File: config.mk
export PLATFORM = sky130hd
export DESIGN_NAME = axiReadCommandPath
export DESIGN_NICKNAME = d
export VERILOG_FILES = /design/src/design/axiCmdPkg.sv /design/src/design/axiReadCommandPath.sv /design/src/design/burstTracker.sv /design/src/design/arChannelDriver.sv /design/src/design/axiCommandDivider.sv /design/src/design/cmdQueue.sv
export VERILOG_INCLUDE_DIRS = /design/src /design/src/design
export SDC_FILE = /design/constraint.sdc
export NUM_CORES = 1
export LEC_CHECK = 0
export ABC_AREA = 1
export BUFFER_PORTS_ARGS = -buffer_cell sky130_fd_sc_hd__buf_4
export CORE_UTILIZATION = 46
export CTS_CLUSTER_SIZE = 20
export DETAILED_ROUTE_END_ITERATION = 10
export PLACE_DENSITY = 0.73
export SLEW_MARGIN = 20
export SYNTH_ARGS = -nofsm -noshare
export SYNTH_HDL_FRONTEND = slang
export SYNTH_SLANG_ARGS = --single-unit
File: constraint.sdc
create_clock -name ACLK -period 4.4 [get_ports ACLK]
set_input_delay 0.66 -clock ACLK [delete_from_list [all_inputs] [get_ports ACLK]]
set_output_delay 0.66 -clock ACLK [all_outputs]
set_load 0.005 [all_outputs]
File: src/design/axiCmd_cfg.svh
`ifndef AXI_CMD_CFG_SVH
`define AXI_CMD_CFG_SVH

// address and data bus widths in bits.
`define AXI_ADDR_WIDTH 32
`define AXI_DATA_WIDTH 32

// command length in data beats.
`define CMD_LEN_WIDTH 16

// largest burst in beats, a power of two up to 256.
`define MAX_BURST 16

`define MAX_OUTSTANDING 4
`define CMD_QUEUE_DEPTH 4
`endif
File: src/design/axiCmdPkg.sv
`include "axiCmd_cfg.svh"

package axiCmdPkg;

    typedef logic [`AXI_ADDR_WIDTH-1:0] addr_t;

    typedef logic [`CMD_LEN_WIDTH-1:0] cmdLen_t;

    // AXI burst length, beats minus one.
    typedef logic [7:0] burstLen_t;

    typedef enum logic [1:0]
    {
        stateIdle,
        stateDividing,
        stateRequest
    } divState_t;

endpackage

File: src/design/axiReadCommandPath.sv
`timescale 1ns/1ns

module axiReadCommandPath
    import axiCmdPkg::*;
(
    input  logic      ACLK,
    input  logic      ARESETN,
    input  addr_t     cmdAddr,
    input  cmdLen_t   cmdLen,
    input  logic      cmdValid,
    output logic      cmdReady,
    output addr_t     arAddr,
    output burstLen_t arLen,
    output logic      arValid,
    input  logic      arReady,
    input  logic      rValid,
    input  logic      rLast,
    output logic      cmdFlush
);
    addr_t     srcAddr;
    cmdLen_t   srcLen;
    logic      srcValid;
    logic      srcReady;
    logic      issuePermit;
    addr_t     divAddr;
    burstLen_t divLen;
    logic      divValid;
    logic      divReady;

    cmdQueue queue0 (
        .ACLK     (ACLK),
        .ARESETN  (ARESETN),
        .cmdAddr  (cmdAddr),
        .cmdLen   (cmdLen),
        .cmdValid (cmdValid),
        .cmdReady (cmdReady),
        .srcAddr  (srcAddr),
        .srcLen   (srcLen),
        .srcValid (srcValid),
        .srcReady (srcReady)
    );

    axiCommandDivider divider0 (
        .ACLK        (ACLK),
        .ARESETN     (ARESETN),
        .srcAddr     (srcAddr),
        .srcLen      (srcLen),
        .srcValid    (srcValid),
        .srcReady    (srcReady),
        .issuePermit (issuePermit),
        .divAddr     (divAddr),
        .divLen      (divLen),
        .divValid    (divValid),
        .divReady    (divReady),
        .divFlush    (cmdFlush)
    );

    arChannelDriver driver0 (
        .ACLK     (ACLK),
        .ARESETN  (ARESETN),
        .divAddr  (divAddr),
        .divLen   (divLen),
        .divValid (divValid),
        .divReady (divReady),
        .arAddr   (arAddr),
        .arLen    (arLen),
        .arValid  (arValid),
        .arReady  (arReady)
    );

    burstTracker tracker0 (
        .ACLK        (ACLK),
        .ARESETN     (ARESETN),
        .arValid     (arValid),
        .arReady     (arReady),
        .rValid      (rValid),
        .rLast       (rLast),
        .issuePermit (issuePermit)
    );

endmodule

File: src/design/burstTracker.sv
`timescale 1ns/1ns
`include "axiCmd_cfg.svh"

module burstTracker
(
    input  logic ACLK,
    input  logic ARESETN,
    input  logic arValid,
    input  logic arReady,
    input  logic rValid,
    input  logic rLast,
    output logic issuePermit
);
    localparam int CountWidth = $clog2(`MAX_OUTSTANDING + 1);
    localparam logic [CountWidth-1:0] PermitLimit = CountWidth'(`MAX_OUTSTANDING - 1);

    logic [CountWidth-1:0] outstanding;
    logic                  opened;
    logic                  closed;

    assign opened = arValid && arReady;
    assign closed = rValid && rLast;

    // one slot is kept back for the burst in the divider, one for the driver.
    assign issuePermit = (outstanding < PermitLimit);

    always_ff @(posedge ACLK)
    begin
        if (!ARESETN)
        begin
            outstanding <= '0;
        end
        else
        begin
            case ({opened, closed})
                2'b10:
                    outstanding <= outstanding + 1'b1;
                2'b01:
                    outstanding <= outstanding - 1'b1;
                default:
                    outstanding <= outstanding;
            endcase
        end
    end

endmodule

File: src/design/arChannelDriver.sv
`timescale 1ns/1ns

module arChannelDriver
    import axiCmdPkg::*;
(
    input  logic      ACLK,
    input  logic      ARESETN,
    input  addr_t     divAddr,
    input  burstLen_t divLen,
    input  logic      divValid,
    output logic      divReady,
    output addr_t     arAddr,
    output burstLen_t arLen,
    output logic      arValid,
    input  logic      arReady
);
    logic load;

    // the register can take a new burst when empty or draining this cycle.
    assign divReady = !arValid || arReady;
    assign load = divValid && divReady;

    always_ff @(posedge ACLK)
    begin
        if (!ARESETN)
        begin
            arValid <= 1'b0;
        end
        else
        begin
            if (divReady)
                arValid <= divValid;
        end
    end

    // fields only change on a load, so they hold while arReady is low.
    always_ff @(posedge ACLK)
    begin
        if (load)
        begin
            arAddr <= divAddr;
            arLen <= divLen;
        end
    end

endmodule

File: src/design/axiCommandDivider.sv
`timescale 1ns/1ns
`include "axiCmd_cfg.svh"

module axiCommandDivider
    import axiCmdPkg::*;
(
    input  logic      ACLK,
    input  logic      ARESETN,
    input  addr_t     srcAddr,
    input  cmdLen_t   srcLen,
    input  logic      srcValid,
    output logic      srcReady,
    input  logic      issuePermit,
    output addr_t     divAddr,
    output burstLen_t divLen,
    output logic      divValid,
    input  logic      divReady,
    output logic      divFlush
);
    localparam int SizeWidth = $clog2(`MAX_BURST) + 1;
    localparam int ByteShift = $clog2(`AXI_DATA_WIDTH / 8);

    divState_t            state;
    addr_t                curAddr;
    cmdLen_t              remaining;
    logic [SizeWidth-1:0] burstSize;
    logic                 srcTake;
    logic                 fits;
    logic                 emit;
    logic                 divTake;

    assign srcReady = (state == stateIdle) && issuePermit;
    assign srcTake = srcValid && srcReady;
    assign fits = (remaining >= cmdLen_t'(burstSize));
    // a burst only leaves while the tracker still has room for it.
    assign emit = (state == stateDividing) && fits && issuePermit;
    assign divTake = divValid && divReady;

    assign divAddr = curAddr;
    assign divFlush = (state == stateIdle) || ((state == stateRequest) && !divReady);

    always_ff @(posedge ACLK)
    begin
        if (!ARESETN)
        begin
            state <= stateIdle;
            divValid <= 1'b0;
        end
        else
        begin
            case (state)
                stateIdle:
                    // zero-length commands are popped and dropped here.
                    if (srcTake && (srcLen != '0))
                        state <= stateDividing;
                stateDividing:
                    if (emit)
                    begin
                        state <= stateRequest;
                        divValid <= 1'b1;
                    end
                stateRequest:
                    if (divTake)
                    begin
                        state <= (remaining == '0) ? stateIdle : stateDividing;
                        divValid <= 1'b0;
                    end
                default:
                    state <= stateIdle;
            endcase
        end
    end

    always_ff @(posedge ACLK)
    begin
        case (state)
            stateIdle:
            begin
                burstSize <= SizeWidth'(`MAX_BURST);
                if (srcTake)
                begin
                    curAddr <= srcAddr;
                    remaining <= srcLen;
                end
            end
            stateDividing:
                if (emit)
                begin
                    remaining <= remaining - cmdLen_t'(burstSize);
                    divLen <= burstLen_t'(burstSize - 1'b1);
                end
                else if (!fits)
                    burstSize <= burstSize >> 1;
            stateRequest:
                // next burst starts right after this one in bytes.
                if (divTake)
                    curAddr <= curAddr + (addr_t'(burstSize) << ByteShift);
            default:
                burstSize <= SizeWidth'(`MAX_BURST);
        endcase
    end

endmodule

File: src/design/cmdQueue.sv
`timescale 1ns/1ns
`include "axiCmd_cfg.svh"

module cmdQueue
    import axiCmdPkg::*;
(
    input  logic    ACLK,
    input  logic    ARESETN,
    input  addr_t   cmdAddr,
    input  cmdLen_t cmdLen,
    input  logic    cmdValid,
    output logic    cmdReady,
    output addr_t   srcAddr,
    output cmdLen_t srcLen,
    output logic    srcValid,
    input  logic    srcReady
);
    localparam int PtrWidth = $clog2(`CMD_QUEUE_DEPTH);

    addr_t             addrMem [`CMD_QUEUE_DEPTH];
    cmdLen_t           lenMem [`CMD_QUEUE_DEPTH];
    logic [PtrWidth:0] wrPtr;
    logic [PtrWidth:0] rdPtr;
    logic              full;
    logic              empty;
    logic              push;
    logic              pop;

    // the extra pointer bit tells a full queue from an empty one.
    assign empty = (wrPtr == rdPtr);
    assign full = (wrPtr[PtrWidth] != rdPtr[PtrWidth]) &&
                  (wrPtr[PtrWidth-1:0] == rdPtr[PtrWidth-1:0]);

    assign cmdReady = !full;
    assign srcValid = !empty;
    assign push = cmdValid && cmdReady;
    assign pop = srcValid && srcReady;

    assign srcAddr = addrMem[rdPtr[PtrWidth-1:0]];
    assign srcLen = lenMem[rdPtr[PtrWidth-1:0]];

    always_ff @(posedge ACLK)
    begin
        if (push)
        begin
            addrMem[wrPtr[PtrWidth-1:0]] <= cmdAddr;
            lenMem[wrPtr[PtrWidth-1:0]] <= cmdLen;
        end
    end

    always_ff @(posedge ACLK)
    begin
        if (!ARESETN)
        begin
            wrPtr <= '0;
            rdPtr <= '0;
        end
        else
        begin
            if (push)
                wrPtr <= wrPtr + 1'b1;
            if (pop)
                rdPtr <= rdPtr + 1'b1;
        end
    end

endmodule

# Word-level counts from Yosys, hierarchy flattened
# Memory sizes are Yosys's and may differ from the RTL's. A register that Yosys moved wholly into a read port is not among the register bits.
# Cells that the tools add are included.
# op_classes
add_sub_neg,7
order_cmp,2
eq_ne,13
n_mux,24
n_bitwise,1
reduce_logical,30
# ops
operator,count
32-bit two-way mux,2
32-bit one-hot mux with 2 select lines,1
32-bit by 7-bit adder with 32-bit output,1
16-bit two-way mux,2
16-bit one-hot mux with 2 select lines,1
16-bit by 5-bit greater-or-equal comparator with 1-bit output,1
16-bit logical NOT,1
16-bit nonzero test,1
16-bit by 5-bit subtractor with 16-bit output,1
3-bit AND reduction,5
2-bit two-way mux,7
1-bit logical AND,11
5-bit two-way mux,2
5-bit one-hot mux with 2 select lines,1
3-bit by 1-bit adder with 3-bit output (second input constant),3
2-bit nonzero test,4
2-bit by 1-bit != test with 1-bit output (second input constant),3
2-bit != test (second input constant),3
2-bit one-hot mux with 3 select lines,1
3-bit one-hot mux with 2 select lines,1
5-bit by 1-bit subtractor with 6-bit output (second input constant),1
1-bit two-way mux,5
2-bit by 1-bit == test with 1-bit output (second input constant),2
2-bit == test (second input constant),2
11 further kinds,15
# word_totals
register_bits,114
mem_bits_rw,192
in_bits,54
out_inout_bits,43
wordCells,91
memories,2
# mem_list
name,depth,width,read_ports,rd_ports_with_merged_regs,wr,line_no,source
queue0.addrMem,4,32,1,1,1,cmdQueue.sv:20,addr_t addrMem [`CMD_QUEUE_DEPTH];
queue0.lenMem,4,16,1,1,1,cmdQueue.sv:21,cmdLen_t lenMem [`CMD_QUEUE_DEPTH];

# Depth between registers and ports, before layout
# Gate-level depths: netlist (run 1).
# logic_depth
word_depth,6
depth_mapped,15
depth_no_buf,15

# By module
# A second synthesis (run 1) with hierarchy kept.
# hier_totals
cells_unflattened,1170
hier_area_um2,13482.9
# by_module_without_submodules
mod,instances,cells_each,area_per_inst_um2,seq_area_each_um2
cmdQueue,1,538,7816.2,5925.7
axiCommandDivider,1,558,4226.6,1831.8
arChannelDriver,1,47,1252.5,1221.2
burstTracker,1,27,187.7,60.1

# Worst setup path before layout (run 1)
# Ideal clock, no wire load.
# synth_timing
path_type,input to register
startpoint,in arReady
endpoint,reg divider0.curAddr[10] (netlist: divider0.divAddr[10]) (enable)
setup_time_ns,0.387
arrival_ns,3.301
t_required_ns,4.013
setup_slack_ns,0.711
cell_stages,4
n_path_buf,0
path_cell_list,nor2_1 nor2_1 nand2_1 nand2_1
# synth_between
elab_chain_cells,4
# synth_lines
item,line_no,source
start: declaration,axiReadCommandPath.sv:15,"input logic arReady,"
1-bit logical OR,arChannelDriver.sv:20,assign divReady = !arValid || arReady;
1-bit logical AND,axiCommandDivider.sv:37,assign divTake = divValid && divReady;
via divider0.divTake,axiCommandDivider.sv:30,logic divTake;
2-bit by 1-bit != test with 1-bit output (no source line),-,
3-bit AND reduction (no source line),-,
end signal: assignment,axiCommandDivider.sv:82,curAddr <= srcAddr;
end signal: assignment,axiCommandDivider.sv:97,curAddr <= curAddr + (addr_t'(burstSize) << ByteShift);
end: declaration,axiCommandDivider.sv:24,addr_t curAddr;
# The timed path passes the listed nets, and every way through them passes these cells.
# A chain may end at the register's enable or synchronous reset.

# Worst setup path after layout (run 1)
# layout_timing
startpoint,reg divider0.burstSize[0]
endpoint,reg divider0.remaining[14] (enable)
# layout_between
elab_chain_cells,5
# layout_lines
item,line_no,source
start: declaration,axiCommandDivider.sv:26,logic [SizeWidth-1:0] burstSize;
start signal: assignment,axiCommandDivider.sv:79,burstSize <= SizeWidth'(`MAX_BURST);
start signal: assignment,axiCommandDivider.sv:93,burstSize <= burstSize >> 1;
start signal: assignment,axiCommandDivider.sv:99,burstSize <= SizeWidth'(`MAX_BURST);
16-bit by 5-bit greater-or-equal comparator with 1-bit output,axiCommandDivider.sv:34,assign fits = (remaining >= cmdLen_t'(burstSize));
1-bit logical AND (2 in a row),axiCommandDivider.sv:36,assign emit = (state == stateDividing) && fits && issuePermit;
2-bit by 1-bit != test with 1-bit output (no source line),-,
3-bit AND reduction (no source line),-,
end signal: assignment,axiCommandDivider.sv:83,remaining <= srcLen;
end signal: assignment,axiCommandDivider.sv:89,remaining <= remaining - cmdLen_t'(burstSize);
end: declaration,axiCommandDivider.sv:25,cmdLen_t remaining;
# Every way passes these cells.

==> metrics, run 1 <==
Worst Skew=between 0.015 and 0.02 ns; Die H=between 150 and 200 um; port bufs=96; Mapped Nets=about 1200; Hold Crit Endpoint=queue0.addrMem[1][7]$_DFFE_PP_; Post-synth top flop=edfxtp_1; later-pin clock latency in the skew report=0.55 ns; gr usage total=a little under a fifth; Worst Path Arrival=3.16 ns; clock transition at the registers of the reported paths=0.06 ns; share of cells above drive strength 1=between 10 and 15%; Required @ worst endpoint=between 4 and 5 ns; clk root buf=clkbuf_16; core box area=between 20000 and 30000 um2; Die Wd=~170 um; Achievable Freq=roughly 340 MHz; global-route wire length before repair=about 42 mm; Final ANT Viol Nets=0; final setup TNS=0 ns; cells on worst reg2reg path=7; number of library cell types mapped by synthesis=roughly 40; worst r2r src=divider0.burstSize[0]$_SDFFCE_PN0P_; CTS-repair resized insts=0; first-pass detailed-route iteration total=5; synthesized flop and latch total=between 300 and 400; hold depth=1; Leak Pwr=approximately 0.0056 uW; FILL cells=around 2300; RSZ-0062 raised after global routing=false; Crit Path Category=flop to flop; Post-synth EDFFs=a little under 300; crit end category=flop; switching share of total power=between 30% and 40%; routability cong.=slightly above 0.9; Rel. slew slack=between 30% and 40%; Max IR drop VDD=just over 300 uV; Num CTS Buffers=30; Ports=just under 100; Final Setup Violations=0; Reg-to-Reg End=divider0.remaining[14]$_DFFE_PP_; WL final=around 27 mm; P_sw=3663 uW; H-tree levels=1; largest net degree at the start of global routing=97; Seq/Total Area, Yosys=a little over two thirds; # clock sinks=between 300 and 400; Clock Path Buffers=3; via count=8343; hold crit path type=primary input to flop; commonest cells after routing, fill and taps aside=edfxtp_1, nand2_1, buf_4; Worst-Margin Slew=around 1.0 ns; combinational power share=about a third; sequential fraction of design power=a little over two fifths; yosys warns=0; hold buffer count at CTS=0; Area Growth Syn to Fin=16.66%; Mapped Cells=1102; Crit Path Max Fanout=16; multi-input logic area=between 3000 and 4000 um2; Initial Util=47.37%; DRC errors left=0; TritonCTS clock tree=yes; Syn Std Cell Area=between 10000 and 15000 um2; clock power share=approximately 25%; fin crit share=between 60% and 70%; WL/cell=around 17 um; die area=around 29000 um2; FP Rows=60; GR Overflow Total=0; Tmin final=2.970 ns; post-DP HPWL=roughly 17 mm; Final Hold Vio Count=0; Hold Slack=around 0.30 ns; setup repair bufs after CTS=0; DRT iter0 DRCs=about 710; PD cells=a little under 700 nW/um2; asr flop ratio synth=0%; post-DR vias/cell=approximately 5.2; vias in the first global route=8095; Mean Syn Cell Area=approximately 12 um2; sequential cell area=8980 um2; Slew Viols, Final=0; CP Launch Type=flop; initial antenna violation count=3; reg2reg setup slack=~1.4 ns; nets=about 1300; worst hold path startpoint=cmdAddr[7]; internal power=around 6600 uW; most common cell after layout, fill and taps aside=edfxtp_1; status=finished, final reports clean; max cap viols=0
==> metrics by stage <==
step | power, uW | area, um2 | worst slack (ns) | std cells | util, %
after detailed placement | 7771 | 14010 | 1.479 | 1543 | 51.57
final | 10290 | 15020 | 1.430 | 1600 | 55.26
after floorplan | 6654 | 12870 | 0.7114 | 1102 | -
after global placement | 7689 | 14010 | 1.603 | 1543 | 51.57
after global routing | 10920 | 15020 | 1.245 | 1599 | 55.25
after CTS | 10350 | 15020 | 1.452 | 1599 | 55.25
==> routing by layer <==
| layer | part of all wire, % | wire, um | track usage, % | vias up |
|---|---|---|---|---|
| li1 | - | - | - | 4067 |
| met1 | 44 | 11660 | 25.61 | 3968 |
| met2 | 47 | 12470 | 30.94 | 265 |
| met3 | 7.8 | 2073 | 4.058 | 39 |
| met4 | 1.6 | 431 | 4.583 | 4 |
| met5 | 0.10 | 28 | 0 | - |
==> how the worst max path moves through the flow <==
stage                                  endpoint                                start
2_1_floorplan    divider0.divAddr[10]$_DFFE_PP_                              arReady
3_3_place_gp   divider0.remaining[12]$_DFFE_PP_  divider0.burstSize[0]$_SDFFCE_PN0P_
3_5_place_dp   divider0.remaining[13]$_DFFE_PP_  divider0.burstSize[0]$_SDFFCE_PN0P_
4_1_cts         divider0.remaining[1]$_DFFE_PP_  divider0.burstSize[0]$_SDFFCE_PN0P_
5_1_grt         divider0.remaining[1]$_DFFE_PP_  divider0.burstSize[0]$_SDFFCE_PN0P_
6_report       divider0.remaining[14]$_DFFE_PP_  divider0.burstSize[0]$_SDFFCE_PN0P_
==> logic make-up (layout without fill, tap and decap cells) <==
group / count (synthesis) / after routing / share of synthesized area, %
flops: 304 / 304 / 69.74
other cells: 0 / 1 / 0
buf+inv: 115 / 240 / 3.684
fa+ha+maj: 20 / 20 / 2.119
compound gates: 174 / 174 / 7.425
simple gates: 458 / 458 / 14.92
xor+xnor: 31 / 31 / 2.109
==> cell type report <==
cell class	instances	area share, %
well taps	372	3.099
repair buffers	111	5.549
clock inverters	20	1.375
flip-flops and latches	304	59.79
clock buffers	36	5.290
diodes	1	0.01666
inverters	73	1.833
multi-input cells	683	23.04
==> flip-flops by register name, indices dropped and copies added, names as in the netlist, named ones only <==
name and count:
divider0.burstSize 5, driver0.arAddr 32, divider0.divValid 1, driver0.arLen 6, queue0.lenMem 64, queue0.rdPtr 3, tracker0.outstanding 3, queue0.wrPtr 3
divider0.divLen 6, driver0.arValid 1, queue0.addrMem 128, divider0.divAddr 32, divider0.state 2, divider0.remaining 16
==> synth_stat cells, drive strengths merged, types with 9 or more instances <==
library cell / instances / area share, %
nor3: 18 / 0.95
xor2: 20 / 1.4
dfxtp: 15 / 2.3
xnor2: 11 / 0.75
nand4: 9 / 0.44
o22ai: 27 / 1.3
nor2: 117 / 3.6
inv: 72 / 2.1
edfxtp: 289 / 67
clkbuf: 19 / 0.55
ha: 17 / 1.7
nand2: 253 / 7.5
buf: 23 / 1.0
o21ai: 102 / 4.1
nand3: 54 / 2.1
a21oi: 33 / 1.3
==> power by group through the flow <==
stage	sequential, uW	clock [uW]	combinational (uW)
6_report	4410	2560	3320
5_1_grt	4480	2710	3740
4_1_cts	4410	2610	3330
3_5_place_dp	4470	0	3300
3_3_place_gp	4450	0	3240
2_1_floorplan	4370	0	2290
==> critical path, stage by stage (launching register included) <==
cell	delay (ns)
edfxtp_1	0.42
ha_1	0.25
fa_1	0.42
o21ai_0	0.34
a21oi_1	0.19
a31oi_1	0.23
nand2_1	0.16
nand2_1	0.58
No activity file was read; power rests on OpenSTA's default activity.
==> run 2, diff against run 1 <==
- ABC_AREA: 1 -> 0
- clock period: 4.4 -> 2.9 ns (I/O delays scaled with it)
==> run 2 against run 1 <==
Via count decreased by 22%. The flow now finishes with violations (DRC). Synthesized area is 4.0% lower. Hold slack lost 0.23 ns. Final cell count down 25%. Sequential cell count did not move. Global-route usage shrank 2.1 points. Sequential share of layout area increased by 2.4 points. First-iteration DRC count decreased by 38%. Highest routed layer is now met4. Core utilization fell by 0.11 points. Wire length shrank 14%. Largest power group unchanged. Combinational power rose by 11%.
==> metrics, run 2 <==
asr flop ratio synth=0% (unchanged); first-pass detailed-route iteration total=10 (+5); Post-synth top flop=edfxtp_1; Mapped Nets=799 (-32%); most common cell after layout, fill and taps aside=edfxtp_1; Seq/Total Area, Yosys=72.67% (+2.9 points); WL/cell=19.09 um (+14%); critical path's top delay family=adder cells; Cell Chain, Critical Path=ha_1 -> fa_1 -> nand2b_1 -> a21oi_1 -> or3_4 -> o211ai_1 -> nand2_1 -> buf_4; via count=6485 (-22%); post-DR vias/cell=5.418 (+3.9%); area leader, netlist=edfxtp_1; RSZ-0062 raised after global routing=false; vias in the first global route=6484 (-20%); failing checks=DRC; crit end category=flop; Hold Crit Endpoint=queue0.addrMem[2][24]$_DFFE_PP_; yosys warns=0 (unchanged); Die Wd=165.9 um (-2.0%); PD cells=959.0 nW/um2 (+40%); DRC errors left=11 (+11); Reg-to-Reg End=divider0.remaining[1]$_DFFE_PP_; Final Hold Vio Count=0 (unchanged); Syn Std Cell Area=12360 um2 (-4.0%); worst r2r src=divider0.burstSize[0]$_SDFFCE_PN0P_; most common cell in the netlist=edfxtp_1; WL final=22.85 mm (-14%); DP Area=13540 um2 (-3.4%); switching share of total power=30.52% (-5.1 points); Initial Util=47.15% (-0.22 points); Crit Path Max Fanout=16 (unchanged); DRT iter0 DRCs=442 (-38%); P_sw=4230 uW (+15%); post-DP HPWL=14.61 mm (-15%); sequential fraction of design power=47.7% (+4.9 points); Setup WS post-layout=0.3000 ns (-1.130 ns); design area=14450 um2 (-3.8%); Die H=165.9 um (-2.0%); Ports=97 (unchanged); gr usage total=16.70% (-2.1 points); combinational power share=26.5% (-5.8 points); max reg flops=128 (unchanged); commonest cells in the netlist=edfxtp_1, nand2_1, o21ai_0, mux4_2, xor2_1; nets=913 (-29%); Max IR drop VDD=438.9 uV (+43%); setup repair bufs after CTS=0 (unchanged); clk root buf=clkbuf_16; Num CTS Buffers=29 (-3.3%); Clock Path Buffers=3 (unchanged); initial antenna violation count=0 (-3); number of library cell types mapped by synthesis=40 (-2.4%); hold crit path type=primary input to flop; Crit Path Category=flop to flop; Achievable Freq=384.6 MHz (+14%); later-pin clock latency in the skew report=0.56 ns (about the same); Rel. slew slack=54.47% (+24 points); Leak Pwr=0.004959 uW (-12%); cells on worst reg2reg path=8 (+1); core box area=26210 um2 (-3.6%); pre-CTS setup slack=0.3293 ns (-1.150 ns); TritonCTS clock tree=yes; fin crit share=89.66% (+22 points); Post-synth EDFFs=289 (unchanged); status=finished with violations; Slew Viols, Final=0 (unchanged); port bufs=96 (unchanged); Final ANT Viol Nets=0 (unchanged); synthesized flop and latch total=304 (unchanged); CP Launch Type=flop; Mean Syn Cell Area=17.04 um2 (+46%); share of cells above drive strength 1=25.41% (+10 points); clock transition at the registers of the reported paths=0.06 ns (about the same); slowest cell on the critical path=edfxtp_1; Required @ worst endpoint=3.14 ns (-1.45 ns); commonest cells after routing, fill and taps aside=edfxtp_1, buf_4, nand2_1; Worst Skew=0.02615 ns (+0.009468 ns); Finished Core Util=55.15% (-0.11 points); # clock sinks=304 (unchanged); final setup TNS=0 ns (unchanged); Worst-Margin Slew=0.6829 ns (-0.3526 ns); routability cong.=0.8396 (-8.0%); largest net degree at the start of global routing=52 (-46%); H-tree levels=1 (unchanged); worst hold path startpoint=cmdAddr[24]; clock power share=25.9% (+1.0 points); Tmin final=2.600 ns (-0.3696 ns); global-route wire length before repair=35.67 mm (-16%); Mapped Cells=725 (-34%); CTS-repair resized insts=0 (unchanged); hold buffer count at CTS=0 (unchanged); FP Rows=59 (-1.7%); Synth top area share=70.24% (+2.8 points); antenna cell count=0 (-1); max cap viols=0 (unchanged); internal power=9631 uW (+45%); reg2reg setup slack=0.30 ns (-1.13 ns); CP max stage delay=0.42 ns (-0.16 ns); Final Setup Violations=0 (unchanged); hold depth=1 (unchanged); Bufs and invs on worst path=1 (+1); GR Overflow Total=0 (unchanged); Worst Path Arrival=2.84 ns (-0.32 ns); Area Growth Syn to Fin=16.97%; die area=27520 um2 (-4.0%); top post-synthesis cells by area=edfxtp_1, mux4_2, dfxtp_1
## run 2: cell count changes after synthesis, moves of 23 or more
cell	before	now
nand3_1	54	10
o22ai_1	27	0
a21oi_1	32	9
o21ai_0	94	54
nand2_1	249	61
nor2_1	113	18
mux4_2	0	48
inv_1	69	22
## run 2: cells by family after synthesis
group / share of synthesized area, %
XOR/XNOR: 3.332
buffers and inverters: 1.823
multiplexers: 8.749
flip-flops: 72.67
AO/OA/AOI/OAI: 4.658
AND/OR/NAND/NOR: 6.562
adder cells (fa/ha/maj): 2.208
## run 2: worst max path at each step
| stage | from | end | slack [ns] | depth (start not counted) |
|---|---|---|---|---|
| global route | divider0.burstSize[3]$_SDFFCE_PN0P_ | divider0.remaining[2]$_DFFE_PP_ | 0.06 | 8 |
| floorplan | divider0.burstSize[3]$_SDFFCE_PN0P_ | divider0.remaining[0]$_DFFE_PP_ | 0.38 | 7 |
| CTS | divider0.burstSize[0]$_SDFFCE_PN0P_ | divider0.remaining[1]$_DFFE_PP_ | 0.31 | 8 |
| detailed placement | divider0.burstSize[0]$_SDFFCE_PN0P_ | divider0.remaining[1]$_DFFE_PP_ | 0.33 | 8 |
| finish | divider0.burstSize[0]$_SDFFCE_PN0P_ | divider0.remaining[1]$_DFFE_PP_ | 0.30 | 8 |
| global placement | divider0.burstSize[0]$_SDFFCE_PN0P_ | divider0.remaining[2]$_DFFE_PP_ | 0.37 | 8 |
## run 2: per-layer routing
| layer | global-route usage (%) | wire length [um] |
|---|---|---|
| met1 | 23.05 | 10310 |
| met2 | 26.88 | 10740 |
| met3 | 3.742 | 1422 |
| met4 | 4.592 | 374 |
| met5 | 0 | 0 |
## run 2: layout make-up
cell class	instances	area, um2
Timing Repair Buffer	112	890.9
Multi-Input combinational cell	369	3163
Inverter	23	86.33
Fill cell	2011	11750
Clock buffer	33	740.7
Sequential cell	304	8984
Clock inverter	21	168.9
Tap cell	335	419.2
## run 2: power groups by stage
| stage | logic [uW] | registers, uW | clock network [uW] |
|---|---|---|---|
| finish | 3670 | 6610 | 3590 |
| global route | 4040 | 6710 | 3820 |
| CTS | 3710 | 6610 | 3670 |
| detailed placement | 3670 | 6700 | 0 |
| global placement | 3610 | 6680 | 0 |
| floorplan | 2630 | 6450 | 0 |
## run 2: through the flow
step	cells	total power, uW	hold WS (ns)
global route	1197	14580	0.06737
finish	1197	13860	0.07692
floorplan	725	9079	0.4003
detailed placement	1143	10360	0.4084
CTS	1197	13990	0.06425
global placement	1143	10290	0.4066
==> run 3, diff against run 2 <==
- CELL_PAD_IN_SITES_DETAIL_PLACEMENT: default -> 1
- CELL_PAD_IN_SITES_GLOBAL_PLACEMENT: default -> 1
- PLACE_DENSITY: 0.73 -> 0.82
==> run 3 against run 2 <==
The flow still finishes with violations (DRC). Combinational power rose by 5.4%. Final cell count rose by 0.42%. Die area did not move. Sequential cell count did not move. Non-clock buffer count rose by 2. Hold slack got worse by 0.0046 ns. Critical path depth rose by 2. Power rose by 5.7%. Critical path type unchanged. Largest power group unchanged. Highest routed layer unchanged.
==> metrics, run 3 (synthesis gave the netlist of run 2 again) <==
Cell Chain, Critical Path=ha_1 -> inv_1 -> fa_1 -> nor2b_1 -> o21ai_0 -> a21boi_0 -> buf_4 -> o2111ai_1 -> xor2_1 -> o21ai_0; Max IR drop VDD=461.5 uV (+5.1%); Die Wd=165.9 um (unchanged); GR Overflow Total=0 (unchanged); DRT iter0 DRCs=506 (+14%); Crit Path Max Fanout=13 (-3); DRC errors left=9 (-2); nets=917 (+0.44%); global-route wire length before repair=41.70 mm (+17%); slowest cell on the critical path=fa_1; multi-input logic area=3163 um2 (unchanged); critical path's top delay family=compound AO/OA/AOI/OAI gates; via count=6684 (+3.1%); FP Rows=59 (unchanged); H-tree levels=1 (unchanged); Crit Path Category=flop to flop; Clock Path Buffers=3 (unchanged); status=finished with violations; Bufs and invs on worst path=2 (+1); first-pass detailed-route iteration total=9 (-1); crit end category=flop; Final ANT Viol Nets=0 (unchanged); Worst-Margin Slew=0.9946 ns (+0.3117 ns); PD cells=1001 nW/um2 (+4.4%); share of cells above drive strength 1=25.37% (-0.031 points); die area=27520 um2 (unchanged); vias in the first global route=7251 (+12%); max reg flops=128 (unchanged); Final Hold Vio Count=0 (unchanged); clk root buf=clkbuf_16; most common cell after layout, fill and taps aside=edfxtp_1; design area=14630 um2 (+1.2%); DP Area=13560 um2 (+0.15%); final setup TNS=0 ns (unchanged); reg2reg setup slack=0.27 ns (-0.03 ns); WL final=26.32 mm (+15%); largest net degree at the start of global routing=54 (+3.8%); RSZ-0062 raised after global routing=false; hold buffer count at CTS=0 (unchanged); pre-CTS setup slack=0.2824 ns (-0.04697 ns); failing checks=DRC; Num CTS Buffers=31 (+6.9%); Required @ worst endpoint=3.27 ns (+0.13 ns); CP endpoint=divider0.divAddr[28]$_DFFE_PP_; initial antenna violation count=0 (unchanged); worst r2r src=divider0.burstSize[0]$_SDFFCE_PN0P_; Area Growth Syn to Fin=18.37%; Achievable Freq=380.2 MHz (-1.2%); gr usage total=19.53% (+2.8 points); Reg-to-Reg End=divider0.divAddr[28]$_DFFE_PP_; max cap viols=0 (unchanged); clock transition at the registers of the reported paths=0.07 ns (about the same); cell mode on critical path=o21ai_0; Final Setup Violations=0 (unchanged); hold crit path type=primary input to flop; cells on worst reg2reg path=10 (+2); Leak Pwr=0.005040 uW (+1.6%); Tmin final=2.630 ns (+0.03037 ns); CP Launch Type=flop; crit path from=divider0.burstSize[0]$_SDFFCE_PN0P_; port bufs=96 (unchanged); Setup WS post-layout=0.2696 ns (-0.03037 ns); core box area=26210 um2 (unchanged); Slew Viols, Final=0 (unchanged); Finished Core Util=55.81% (+0.66 points); CP Depth=10 (+2); later-pin clock latency in the skew report=0.57 ns (about the same); CP max stage delay=0.43 ns (about the same); post-DR vias/cell=5.561 (+2.6%); # clock sinks=304 (unchanged); commonest cells after routing, fill and taps aside=edfxtp_1, buf_4, nand2_1; Ports=97 (unchanged); FILL cells=2399 (+19%); TritonCTS clock tree=yes; sequential cell area=8984 um2 (unchanged); post-DP HPWL=17.14 mm (+17%); Worst Path Arrival=3.00 ns (+0.16 ns); Rel. slew slack=33.69% (-21 points); Initial Util=47.15% (unchanged); Worst Skew=0.02019 ns (-0.005957 ns); Die H=165.9 um (unchanged); routability cong.=0.8577 (+2.2%); fin crit share=90.70% (+1.0 points); antenna cell count=0 (unchanged); WL/cell=21.90 um (+15%)
run 3: changes by cell type in the layout (fill, tap and decap cells not counted):
cell,delta
clkinv_1,+4
bufinv_16,+4
clkinvlp_4,-2
buf_12,+1
clkbuf_16,+2
buf_4,+1
clkinv_2,-5
run 3: repair_timing:
| item | 4_1_cts | 5_1_grt |
|---|---|---|
| endpoints found under the setup margin | 0 | 16 |
| resized for setup | 0 | 0 |
| buffers inserted | 0 | 1 |
| endpoints found under the hold margin | 0 | 0 |
run 3: power by group:
part           leakage [uW]  internal [uW]  switching [uW]  total [uW]
Combinational       0.00172           1670            2200        3870
Clock              0.000513           2480            1630        4120
Sequential          0.00280           6000             660        6660
Total               0.00504          10200            4490       14600
run 3: through the flow:
| step | hold WS [ns] | std cells | total power (uW) |
|---|---|---|---|
| 4_1_cts | 0.05404 | 1201 | 14760 |
| 3_3_place_gp | 0.4053 | 1144 | 10360 |
| 2_1_floorplan | 0.4003 | 725 | 9079 |
| 3_5_place_dp | 0.4084 | 1144 | 10560 |
| 5_1_grt | 0.06364 | 1202 | 15330 |
| 6_report | 0.07234 | 1202 | 14640 |
run 3: how the worst min path moves through the flow:
stage,to,from,cells past startpoint,slack [ns]
2_1_floorplan,driver0.arAddr[0]$_DFFE_PP_,divider0.divAddr[0]$_DFFE_PP_,0,0.40
6_report,queue0.addrMem[1][4]$_DFFE_PP_,cmdAddr[4],1,0.07
3_5_place_dp,driver0.arAddr[0]$_DFFE_PP_,divider0.divAddr[0]$_DFFE_PP_,0,0.41
3_3_place_gp,driver0.arAddr[0]$_DFFE_PP_,divider0.divAddr[0]$_DFFE_PP_,0,0.41
5_1_grt,queue0.addrMem[1][4]$_DFFE_PP_,cmdAddr[4],1,0.06
4_1_cts,queue0.addrMem[1][4]$_DFFE_PP_,cmdAddr[4],1,0.05
run 3: layer usage:
layer	global-route usage (%)	up-vias	wire length [um]
met3	3.241	43	1286
met2	33.09	165	13100
met4	6.014	0	549
met1	26.02	3427	11380
li1	-	3049	-
met5	0	-	0
run 3: layout make-up:
type / count / share of cell area (%)
clock buffer: 35 / 5.407
clock inverter: 22 / 1.805
tap: 335 / 2.866
timing repair buffer: 114 / 6.279
multi-input combinational: 369 / 21.63
inverter: 23 / 0.5903
sequential: 304 / 61.43
